`src/link_cfg_pkg.sv`:
```
`default_nettype none

package link_cfg_pkg;

  // depth of each receive queue, which is also the number of credits
  // an endpoint owns for the far side after reset
  localparam int NUM_CREDITS = 8;

  // width of one payload word carried by a data flit
  localparam int DATA_WIDTH = 16;

  // width of one beat on the serial lane
  localparam int LANE_WIDTH = 4;

  // owed credits at which a credit-only flit is sent without waiting for data
  // and it has to stay above 1 so the force condition can clear after a send
  localparam int FORCE_SEND_THRESH = NUM_CREDITS - 4;

endpackage

`default_nettype wire

```
`src/link_flit_pkg.sv`:
```
`default_nettype none

package link_flit_pkg;

  // bits needed to hold any credit count from 0 up to num_credits
  function automatic int credit_width(input int num_credits);
    return $clog2(num_credits + 1);
  endfunction

  // a flit is the credit-only flag, then the credit field, then the data field
  function automatic int flit_width(input int data_width, input int cred_width);
    return 1 + cred_width + data_width;
  endfunction

  // the credit field sits directly above the data field
  function automatic int cred_lsb(input int data_width);
    return data_width;
  endfunction

  // the flag is the top bit of the flit
  function automatic int flag_pos(input int data_width, input int cred_width);
    return data_width + cred_width;
  endfunction

  // lane beats per flit, with the last beat padded with zeros
  function automatic int num_beats(input int flit_w, input int lane_width);
    return (flit_w + lane_width - 1) / lane_width;
  endfunction

  // values for the default configuration
  localparam int CREDIT_WIDTH = credit_width(link_cfg_pkg::NUM_CREDITS);
  localparam int FLIT_WIDTH   = flit_width(link_cfg_pkg::DATA_WIDTH, CREDIT_WIDTH);
  localparam int CRED_LSB     = cred_lsb(link_cfg_pkg::DATA_WIDTH);
  localparam int FLAG_POS     = flag_pos(link_cfg_pkg::DATA_WIDTH, CREDIT_WIDTH);
  localparam int NUM_BEATS    = num_beats(FLIT_WIDTH, link_cfg_pkg::LANE_WIDTH);

endpackage

`default_nettype wire

```
`src/credit_sync.sv`:
```
`timescale 1ns/1ns
`default_nettype none

module credit_sync #(
  parameter int   NUM_CREDITS       = link_cfg_pkg::NUM_CREDITS,
  parameter int   DATA_WIDTH        = link_cfg_pkg::DATA_WIDTH,
  parameter int   FORCE_SEND_THRESH = link_cfg_pkg::FORCE_SEND_THRESH,
  localparam int  CW                = link_flit_pkg::credit_width(NUM_CREDITS)
) (
  input  logic                  clk_i,
  input  logic                  rst_n_i,
  // word stream from the local source
  input  logic [DATA_WIDTH-1:0] data_i,
  input  logic                  send_valid_i,
  output logic                  send_ready_o,
  // flit stream toward the serializer
  input  logic                  send_ready_i,
  output logic [DATA_WIDTH-1:0] data_o,
  output logic                  send_valid_o,
  output logic [CW-1:0]         credits_to_send_o,
  output logic                  credits_only_o,
  // credits returned by the far side and pops of the local receive queue
  input  logic [CW-1:0]         credits_received_i,
  input  logic                  receive_cred_i,
  input  logic                  pop_i
);

  // credits we may still spend on data flits toward the far side
  logic [CW-1:0] avail_q, avail_d;
  // credits we owe the far side, shown on credits_to_send_o
  logic [CW-1:0] to_send_q, to_send_d;
  // owed credits gathered while a flit is stalled, so the visible field holds still
  logic [CW-1:0] hidden_q, hidden_d;
  logic          normal_q, normal_d;
  logic          force_q, force_d;
  logic          send_valid_i_q;
  logic          credit_ok;
  logic          handshake;
  logic [CW-1:0] pop_inc;

  assign handshake         = send_valid_o & send_ready_i;
  assign pop_inc           = CW'(pop_i);
  assign credits_to_send_o = to_send_q;
  assign credits_only_o    = ~normal_d;

  // the source only sees ready when a data flit is on offer
  assign send_ready_o = send_ready_i & normal_d & send_valid_o;

  //////////////////////////////////////////////////
  // flit selection and output valid
  //////////////////////////////////////////////////

  // a credit-only flit carries no payload
  assign data_o = credits_only_o ? '0 : data_i;

  // too many owed credits means they go back even without data
  assign force_d = (to_send_q >= CW'(FORCE_SEND_THRESH));

  // the last credit is kept back unless owed credits ride along with it,
  // otherwise both sides could sit on zero credits and owe each other
  assign credit_ok = (avail_q > CW'(1)) | ((avail_q == CW'(1)) & (to_send_q != '0));

  assign send_valid_o = credit_ok & (send_valid_i | force_d);

  // the flit type is only re-decided on a change of the force condition or on a new
  // source request, so a stalled flit keeps its type until it is taken
  always_comb begin
    normal_d = normal_q;
    if (force_d != force_q) begin
      // data waiting at this point carries the owed credits by itself
      normal_d = send_valid_i;
    end else if (send_valid_i && !send_valid_i_q) begin
      normal_d = ~force_d;
    end
  end

  //////////////////////////////////////////////////
  // credit counters
  //////////////////////////////////////////////////

  // only data flits use a slot in the far queue, so only they cost a credit
  assign avail_d = avail_q + (receive_cred_i ? credits_received_i : '0)
                 - CW'(handshake & ~credits_only_o);

  always_comb begin
    to_send_d = to_send_q;
    hidden_d  = hidden_q;
    if (handshake) begin
      // the visible credits leave with this flit and the hidden ones take their place
      to_send_d = hidden_q + pop_inc;
      hidden_d  = '0;
    end else if (send_valid_o) begin
      // stalled flit so any new pop waits in the hidden counter
      hidden_d = hidden_q + pop_inc;
    end else begin
      to_send_d = to_send_q + pop_inc;
    end
  end

  always_ff @(posedge clk_i) begin
    if (!rst_n_i) begin
      avail_q        <= CW'(NUM_CREDITS);
      to_send_q      <= '0;
      hidden_q       <= '0;
      normal_q       <= 1'b1;
      force_q        <= 1'b0;
      send_valid_i_q <= 1'b0;
    end else begin
      avail_q        <= avail_d;
      to_send_q      <= to_send_d;
      hidden_q       <= hidden_d;
      normal_q       <= normal_d;
      // previous values for edge detection
      force_q        <= force_d;
      send_valid_i_q <= send_valid_i;
    end
  end

endmodule

`default_nettype wire

```
`src/flit_serializer.sv`:
```
`timescale 1ns/1ns
`default_nettype none

module flit_serializer #(
  parameter int FLIT_WIDTH = link_flit_pkg::FLIT_WIDTH,
  parameter int LANE_WIDTH = link_cfg_pkg::LANE_WIDTH
) (
  input  logic                  clk_i,
  input  logic                  rst_n_i,
  input  logic [FLIT_WIDTH-1:0] flit_i,
  input  logic                  valid_i,
  output logic                  ready_o,
  output logic [LANE_WIDTH-1:0] lane_o,
  output logic                  lane_valid_o
);

  localparam int NB    = link_flit_pkg::num_beats(FLIT_WIDTH, LANE_WIDTH);
  localparam int PAD_W = NB * LANE_WIDTH;
  localparam int CNT_W = (NB > 1) ? $clog2(NB) : 1;

  logic [PAD_W-1:0] shift_q;
  logic [CNT_W-1:0] beat_q;
  logic             busy_q;

  // one flit at a time so the source waits for the whole flit to leave
  assign ready_o      = ~busy_q;
  assign lane_o       = shift_q[LANE_WIDTH-1:0];
  assign lane_valid_o = busy_q;

  // the lowest beat goes out first and the padding ends up in the last beat
  always_ff @(posedge clk_i) begin
    if (valid_i && ready_o) begin
      shift_q <= PAD_W'(flit_i);
    end else if (busy_q) begin
      shift_q <= shift_q >> LANE_WIDTH;
    end
  end

  always_ff @(posedge clk_i) begin
    if (!rst_n_i) begin
      busy_q <= 1'b0;
      beat_q <= '0;
    end else if (valid_i && ready_o) begin
      busy_q <= 1'b1;
      beat_q <= '0;
    end else if (busy_q) begin
      // idle again right after the last beat
      if (beat_q == CNT_W'(NB - 1)) begin
        busy_q <= 1'b0;
      end
      beat_q <= beat_q + 1'b1;
    end
  end

endmodule

`default_nettype wire

```
`src/flit_deserializer.sv`:
```
`timescale 1ns/1ns
`default_nettype none

module flit_deserializer #(
  parameter int FLIT_WIDTH = link_flit_pkg::FLIT_WIDTH,
  parameter int LANE_WIDTH = link_cfg_pkg::LANE_WIDTH
) (
  input  logic                  clk_i,
  input  logic                  rst_n_i,
  input  logic [LANE_WIDTH-1:0] lane_i,
  input  logic                  lane_valid_i,
  output logic [FLIT_WIDTH-1:0] flit_o,
  output logic                  flit_valid_o
);

  localparam int NB    = link_flit_pkg::num_beats(FLIT_WIDTH, LANE_WIDTH);
  localparam int PAD_W = NB * LANE_WIDTH;
  localparam int CNT_W = (NB > 1) ? $clog2(NB) : 1;

  logic [PAD_W-1:0] shift_q;
  logic [CNT_W-1:0] beat_q;
  logic             last_beat;

  assign last_beat = lane_valid_i & (beat_q == CNT_W'(NB - 1));

  // beats enter at the top, so after the last one the first beat sits at bit 0
  always_ff @(posedge clk_i) begin
    if (lane_valid_i) begin
      shift_q <= (shift_q >> LANE_WIDTH) | (PAD_W'(lane_i) << (PAD_W - LANE_WIDTH));
    end
  end

  // the padding bits of the last beat are dropped here
  assign flit_o = shift_q[FLIT_WIDTH-1:0];

  always_ff @(posedge clk_i) begin
    if (!rst_n_i) begin
      beat_q       <= '0;
      flit_valid_o <= 1'b0;
    end else begin
      flit_valid_o <= last_beat;
      if (last_beat) begin
        beat_q <= '0;
      end else if (lane_valid_i) begin
        beat_q <= beat_q + 1'b1;
      end
    end
  end

endmodule

`default_nettype wire

```
`src/rx_credit_queue.sv`:
```
`timescale 1ns/1ns
`default_nettype none

module rx_credit_queue #(
  parameter int  NUM_CREDITS = link_cfg_pkg::NUM_CREDITS,
  parameter int  DATA_WIDTH  = link_cfg_pkg::DATA_WIDTH,
  localparam int CW          = link_flit_pkg::credit_width(NUM_CREDITS),
  localparam int FW          = link_flit_pkg::flit_width(DATA_WIDTH, CW)
) (
  input  logic                  clk_i,
  input  logic                  rst_n_i,
  input  logic [FW-1:0]         flit_i,
  input  logic                  flit_valid_i,
  output logic [DATA_WIDTH-1:0] out_data_o,
  output logic                  out_valid_o,
  input  logic                  out_ready_i,
  output logic                  pop_o,
  output logic [CW-1:0]         credits_received_o,
  output logic                  receive_cred_o
);

  localparam int CRED_LSB = link_flit_pkg::cred_lsb(DATA_WIDTH);
  localparam int FLAG_POS = link_flit_pkg::flag_pos(DATA_WIDTH, CW);
  localparam int PTR_W    = (NUM_CREDITS > 1) ? $clog2(NUM_CREDITS) : 1;

  logic [DATA_WIDTH-1:0] mem [NUM_CREDITS];
  logic [PTR_W-1:0]      wr_ptr_q, rd_ptr_q;
  logic [CW-1:0]         count_q;
  logic                  cred_only;
  logic                  push;
  logic                  full;

  //////////////////////////////////////////////////
  // flit decode
  //////////////////////////////////////////////////

  // every flit returns credits, data flit or not
  assign cred_only          = flit_i[FLAG_POS];
  assign credits_received_o = flit_i[FLAG_POS-1:CRED_LSB];
  assign receive_cred_o     = flit_valid_i;

  // a credit-only flit never takes a slot
  assign push = flit_valid_i & ~cred_only;

  //////////////////////////////////////////////////
  // circular FIFO
  //////////////////////////////////////////////////

  assign full        = (count_q == CW'(NUM_CREDITS));
  assign out_valid_o = (count_q != '0);
  assign out_data_o  = mem[rd_ptr_q];
  // each word handed to the sink frees one slot and so one credit
  assign pop_o       = out_valid_o & out_ready_i;

  always_ff @(posedge clk_i) begin
    if (push && !full) begin
      mem[wr_ptr_q] <= flit_i[DATA_WIDTH-1:0];
    end
  end

  always_ff @(posedge clk_i) begin
    if (!rst_n_i) begin
      wr_ptr_q <= '0;
      rd_ptr_q <= '0;
      count_q  <= '0;
    end else begin
      if (push && !full) begin
        wr_ptr_q <= (wr_ptr_q == PTR_W'(NUM_CREDITS - 1)) ? '0 : wr_ptr_q + 1'b1;
      end
      if (pop_o) begin
        rd_ptr_q <= (rd_ptr_q == PTR_W'(NUM_CREDITS - 1)) ? '0 : rd_ptr_q + 1'b1;
      end
      count_q <= count_q + CW'(push & ~full) - CW'(pop_o);
    end
  end

endmodule

`default_nettype wire

```
`src/link_endpoint.sv`:
```
`timescale 1ns/1ns
`default_nettype none

module link_endpoint #(
  parameter int NUM_CREDITS       = link_cfg_pkg::NUM_CREDITS,
  parameter int DATA_WIDTH        = link_cfg_pkg::DATA_WIDTH,
  parameter int LANE_WIDTH        = link_cfg_pkg::LANE_WIDTH,
  parameter int FORCE_SEND_THRESH = link_cfg_pkg::FORCE_SEND_THRESH
) (
  input  logic                  clk_i,
  input  logic                  rst_n_i,
  input  logic [DATA_WIDTH-1:0] in_data_i,
  input  logic                  in_valid_i,
  output logic                  in_ready_o,
  output logic [DATA_WIDTH-1:0] out_data_o,
  output logic                  out_valid_o,
  input  logic                  out_ready_i,
  output logic [LANE_WIDTH-1:0] lane_o,
  output logic                  lane_valid_o,
  input  logic [LANE_WIDTH-1:0] lane_i,
  input  logic                  lane_valid_i
);

  localparam int CW = link_flit_pkg::credit_width(NUM_CREDITS);
  localparam int FW = link_flit_pkg::flit_width(DATA_WIDTH, CW);

  // transmit side
  logic [DATA_WIDTH-1:0] tx_data;
  logic [CW-1:0]         tx_credits;
  logic                  tx_cred_only;
  logic                  tx_valid;
  logic                  ser_ready;
  logic [FW-1:0]         tx_flit;

  // receive side
  logic [FW-1:0]         rx_flit;
  logic                  rx_flit_valid;
  logic [CW-1:0]         rx_credits;
  logic                  rx_cred_valid;
  logic                  rx_pop;

  credit_sync #(
    .NUM_CREDITS       (NUM_CREDITS),
    .DATA_WIDTH        (DATA_WIDTH),
    .FORCE_SEND_THRESH (FORCE_SEND_THRESH)
  ) credit_sync_i (
    .clk_i              (clk_i),
    .rst_n_i            (rst_n_i),
    .data_i             (in_data_i),
    .send_valid_i       (in_valid_i),
    .send_ready_o       (in_ready_o),
    .send_ready_i       (ser_ready),
    .data_o             (tx_data),
    .send_valid_o       (tx_valid),
    .credits_to_send_o  (tx_credits),
    .credits_only_o     (tx_cred_only),
    .credits_received_i (rx_credits),
    .receive_cred_i     (rx_cred_valid),
    .pop_i              (rx_pop)
  );

  // flag on top, then the owed credits, then the payload
  assign tx_flit = {tx_cred_only, tx_credits, tx_data};

  flit_serializer #(
    .FLIT_WIDTH (FW),
    .LANE_WIDTH (LANE_WIDTH)
  ) flit_serializer_i (
    .clk_i        (clk_i),
    .rst_n_i      (rst_n_i),
    .flit_i       (tx_flit),
    .valid_i      (tx_valid),
    .ready_o      (ser_ready),
    .lane_o       (lane_o),
    .lane_valid_o (lane_valid_o)
  );

  flit_deserializer #(
    .FLIT_WIDTH (FW),
    .LANE_WIDTH (LANE_WIDTH)
  ) flit_deserializer_i (
    .clk_i        (clk_i),
    .rst_n_i      (rst_n_i),
    .lane_i       (lane_i),
    .lane_valid_i (lane_valid_i),
    .flit_o       (rx_flit),
    .flit_valid_o (rx_flit_valid)
  );

  rx_credit_queue #(
    .NUM_CREDITS (NUM_CREDITS),
    .DATA_WIDTH  (DATA_WIDTH)
  ) rx_credit_queue_i (
    .clk_i              (clk_i),
    .rst_n_i            (rst_n_i),
    .flit_i             (rx_flit),
    .flit_valid_i       (rx_flit_valid),
    .out_data_o         (out_data_o),
    .out_valid_o        (out_valid_o),
    .out_ready_i        (out_ready_i),
    .pop_o              (rx_pop),
    .credits_received_o (rx_credits),
    .receive_cred_o     (rx_cred_valid)
  );

endmodule

`default_nettype wire

```
`src/credit_link_top.sv`:
```
`timescale 1ns/1ns
`default_nettype none

module credit_link_top #(
  parameter int NUM_CREDITS       = link_cfg_pkg::NUM_CREDITS,
  parameter int DATA_WIDTH        = link_cfg_pkg::DATA_WIDTH,
  parameter int LANE_WIDTH        = link_cfg_pkg::LANE_WIDTH,
  parameter int FORCE_SEND_THRESH = link_cfg_pkg::FORCE_SEND_THRESH
) (
  input  logic                  clk_i,
  input  logic                  rst_n_i,
  // side a
  input  logic [DATA_WIDTH-1:0] in_data_a_i,
  input  logic                  in_valid_a_i,
  output logic                  in_ready_a_o,
  output logic [DATA_WIDTH-1:0] out_data_a_o,
  output logic                  out_valid_a_o,
  input  logic                  out_ready_a_i,
  // side b
  input  logic [DATA_WIDTH-1:0] in_data_b_i,
  input  logic                  in_valid_b_i,
  output logic                  in_ready_b_o,
  output logic [DATA_WIDTH-1:0] out_data_b_o,
  output logic                  out_valid_b_o,
  input  logic                  out_ready_b_i
);

  // lanes named after the direction they carry
  logic [LANE_WIDTH-1:0] lane_ab, lane_ba;
  logic                  lane_valid_ab, lane_valid_ba;

  link_endpoint #(
    .NUM_CREDITS       (NUM_CREDITS),
    .DATA_WIDTH        (DATA_WIDTH),
    .LANE_WIDTH        (LANE_WIDTH),
    .FORCE_SEND_THRESH (FORCE_SEND_THRESH)
  ) endpoint_a (
    .clk_i        (clk_i),
    .rst_n_i      (rst_n_i),
    .in_data_i    (in_data_a_i),
    .in_valid_i   (in_valid_a_i),
    .in_ready_o   (in_ready_a_o),
    .out_data_o   (out_data_a_o),
    .out_valid_o  (out_valid_a_o),
    .out_ready_i  (out_ready_a_i),
    .lane_o       (lane_ab),
    .lane_valid_o (lane_valid_ab),
    .lane_i       (lane_ba),
    .lane_valid_i (lane_valid_ba)
  );

  link_endpoint #(
    .NUM_CREDITS       (NUM_CREDITS),
    .DATA_WIDTH        (DATA_WIDTH),
    .LANE_WIDTH        (LANE_WIDTH),
    .FORCE_SEND_THRESH (FORCE_SEND_THRESH)
  ) endpoint_b (
    .clk_i        (clk_i),
    .rst_n_i      (rst_n_i),
    .in_data_i    (in_data_b_i),
    .in_valid_i   (in_valid_b_i),
    .in_ready_o   (in_ready_b_o),
    .out_data_o   (out_data_b_o),
    .out_valid_o  (out_valid_b_o),
    .out_ready_i  (out_ready_b_i),
    .lane_o       (lane_ba),
    .lane_valid_o (lane_valid_ba),
    .lane_i       (lane_ab),
    .lane_valid_i (lane_valid_ab)
  );

endmodule

`default_nettype wire

```
`config.mk`:
```
export PLATFORM = sky130hd
export DESIGN_NAME = credit_link_top
export DESIGN_NICKNAME = d
export VERILOG_FILES = /design/src/link_cfg_pkg.sv /design/src/link_flit_pkg.sv /design/src/credit_sync.sv /design/src/flit_serializer.sv /design/src/flit_deserializer.sv /design/src/rx_credit_queue.sv /design/src/link_endpoint.sv /design/src/credit_link_top.sv
export SDC_FILE = /design/constraint.sdc
export NUM_CORES = 1
export LEC_CHECK = 0
export BUFFER_PORTS_ARGS = -buffer_cell sky130_fd_sc_hd__buf_2
export CAP_MARGIN = 25
export CORE_ASPECT_RATIO = 0.6
export CORE_MARGIN = 2
export CORE_UTILIZATION = 60
export DETAILED_ROUTE_END_ITERATION = 8
export PLACE_DENSITY = 0.86
export SLEW_MARGIN = 0
export SYNTH_ARGS = -nofsm -noshare
export SYNTH_HDL_FRONTEND = slang
export SYNTH_SLANG_ARGS = --single-unit
```
`constraint.sdc`:
```
create_clock -name clk_i -period 6.8 [get_ports clk_i]
set_input_delay 1.02 -clock clk_i [delete_from_list [all_inputs] [get_ports clk_i]]
set_output_delay 1.02 -clock clk_i [all_outputs]
set_load 0.02 [all_outputs]
```
==> results.yml <==
sta:
  fin_ws_ns: 3.332
  fin_skew_ns: 0.01530
  tightest_slew_ns: 0.9978
  maxSlewViolCount: 0
  period_minus_slack_ns: 3.468
  slew_headroom_pct: 33.27
  finalCritPeriodShare_pct: 51.01
  finalHoldViolCount: 0
  holdWs_ns: 0.4161
  setup-tns-final_ns: 0
  rsz0062_at_grt: "no"
  setup_viol: 0
  fmax_mhz: 288.3
job:
  cap_violations: 0
drt:
  drt_iter0_markers: 786
  vias: 8404
  drt_pass1_iterations: 5
  drc: 0
  wl_per_cell_um: 20.69
  antenna_left: 0
  routed_wl_um: 30000
  vias_per_cell: 5.796
worst_setup_path:
  r2r-start: "endpoint_b.credit_sync_i.credits_to_send_o[2]"
  end_kind: "output port"
  r2r_slack_ns: 3.41
  cp-start-kind: "flop"
  path_class: "flop to output port"
  worst-path-max-fanout: 32
  cp_data_required_time_ns: 5.78
  cp.arrival_ns: 2.45
worst_hold_path:
  min-delay-start: "endpoint_b.flit_serializer_i.shift_q[1]"
  hp-class: "flop to flop"
floorplan:
  start_util_pct: 60.73
  die_y_um: 133.1
  pin_count: 74
  fp.coreArea_um2: 27460
  rows: 47
  dieArea_um2: 29190
  die_width_um: 219.2
clocking:
  worstSkewPairLatency_ns: 0.54
  root_buffer: "clkbuf_16"
  path_clk_slew_ns: 0.07
  ctsResizeCount: 0
  cts_tree: "built"
  cts-htree-levels: 2
  numCtsBuffers: 37
  ctsHoldBuffers: 0
  clock_path_buffers: 3
  post_cts_buffers: 0
  cts_sinks: 418
global_routing:
  first_global_vias: 8488
  grt_max_degree: 67
  grt_usage_pct: 21.40
  grt_pass1_wl_um: 47470
  grt-ovfl-total: 0
  grt_antenna_before_repair: 0
outcome:
  outcome: "finished, final reports clean"
cells_and_area:
  layoutNonFillerInstCount: 1450
  drive_gt1_share_pct: 24.93
  layout.nets: 1145
  antenna_cells: 0
  area_delta_synth_final_pct: 12.63
synthesis:
  syn_inst: 959
  ys_top_cells_by_area: "edfxtp_1 (62%), dfxtp_1 (8.6%), mux4_2 (8.6%), ha_1 (3.6%), mux2_2 (2.3%)"
  yosys.area.top_type: "edfxtp_1"
  synth.most_common_cell: "edfxtp_1"
  ys_types: 51
  netlist.area_leader.share_pct: 62.30
  syn_avg_cell_area_um2: 17.39
  yosysWarnings: 0
  async_flop_share_pct: 0
  ys_ff_latch: 418
  synth-edff-count: 346
  syn-num-nets: 1049
  synth_ff_type: "edfxtp_1"
  synthesis.area_um2: 16680
  yosysSeqAreaShare_pct: 70.94
  netlist_top_cells_count: "edfxtp_1 (346), dfxtp_1 (72), mux4_2 (64)"
placed_design:
  io_buffers: 73
  dpl.hpwl_um: 17570
  post-place-ws_ns: 2.905
  place_inst: 1378
  gp_congestion: 0.7763
pwr:
  p_per_area_nw_per_um2: 345.2
  vdd_drop_max_uv: 199.0
  p_leak_nw: 6.472
  finalPower_mw: 6.483
power breakdown:
group	internal, mW	switching [mW]
sequential	3.07	0.167
clock	1.15	0.900
combinational	0.575	0.615
sequential cells by signal, summed over array words and instances (netlist names), 3 cells and up, named ones only:
register / count
endpoint_a.credit_sync_i.avail_q: 4
endpoint_a.credit_sync_i.credits_to_send_o: 4
endpoint_a.credit_sync_i.hidden_q: 4
endpoint_a.flit_deserializer_i.beat_q: 3
endpoint_a.flit_deserializer_i.shift_q: 24
endpoint_a.flit_serializer_i.beat_q: 3
endpoint_a.flit_serializer_i.shift_q: 21
endpoint_a.rx_credit_queue_i.count_q: 4
endpoint_a.rx_credit_queue_i.mem: 128
endpoint_a.rx_credit_queue_i.rd_ptr_q: 3
endpoint_a.rx_credit_queue_i.wr_ptr_q: 3
endpoint_b.credit_sync_i.avail_q: 4
endpoint_b.credit_sync_i.credits_to_send_o: 4
endpoint_b.credit_sync_i.hidden_q: 4
endpoint_b.flit_deserializer_i.beat_q: 3
endpoint_b.flit_deserializer_i.shift_q: 24
endpoint_b.flit_serializer_i.beat_q: 3
endpoint_b.flit_serializer_i.shift_q: 21
endpoint_b.rx_credit_queue_i.count_q: 4
endpoint_b.rx_credit_queue_i.mem: 128
endpoint_b.rx_credit_queue_i.rd_ptr_q: 3
endpoint_b.rx_credit_queue_i.wr_ptr_q: 3
cells in the final DEF, fill, tap and decap left out, types with 19 or more instances in the layout:
master	count
nor2b_1	19
buf_2	73
a22o_1	32
mux2_2	34
nand2_1	47
clkbuf_16	37
mux4_2	64
nor2_1	28
edfxtp_1	346
inv_1	43
dfxtp_1	68
ha_1	48
worst paths after layout:
| check | end | cells after the start |
|---|---|---|
| worst max-delay path | out_data_b_o[15] | 4 |
| worst min-delay path | endpoint_a.flit_deserializer_i.shift_q[21] | 0 |
| worst max register to register | endpoint_b.credit_sync_i.avail_q[2] | 10 |
| worst min register to register | endpoint_a.flit_deserializer_i.shift_q[21] | 0 |
layout make-up:
class | instances | area, um^2
Clock buffer | 46 | 979.7
Fill cell | 1704 | 8680
Clock inverter | 21 | 205.2
Timing Repair Buffer | 95 | 569.3
Tap cell | 367 | 459.2
Sequential cell | 418 | 11840
Inverter | 43 | 161.4
Multi-Input combinational cell | 460 | 4572
through the flow:
step | area [um^2] | util (%)
2_1_floorplan | 16680 | -
3_3_place_gp | 17520 | 63.80
3_5_place_dp | 17520 | 63.80
4_1_cts | 18710 | 68.12
5_1_grt | 18780 | 68.39
6_report | 18780 | 68.39
routing by layer:
metal  GRT usage, %  vias up  wire length (um)  part of all wire, %
li1               -     3894                 -                    -
met1          31.88     4262             13400                   45
met2          33.76      210             14510                   48
met3          3.904       38              1622                  5.4
met4          4.542        0               470                  1.6
met5              0        -                 0                    0
cell families (layout without fill, tap and decap cells):
family | after synthesis | in the layout | synth area share (%)
xor gates and xnor gates | 15 | 15 | 0.7877
adders and majority gates | 52 | 52 | 4.081
AOI/OAI and AO/OA | 103 | 103 | 4.952
DFF | 418 | 418 | 70.94
buffers and inverters | 81 | 205 | 1.943
muxes | 107 | 107 | 11.48
and+or+nand+nor | 183 | 183 | 5.814
worst max-delay path, cell delays in order (launching register included):
cell and delay [ns]:
dfxtp_2 0.31, buf_4 0.53, mux4_2 0.61, mux2_2 0.29, buf_2 0.16
No activity file was read; power rests on OpenSTA's default activity.
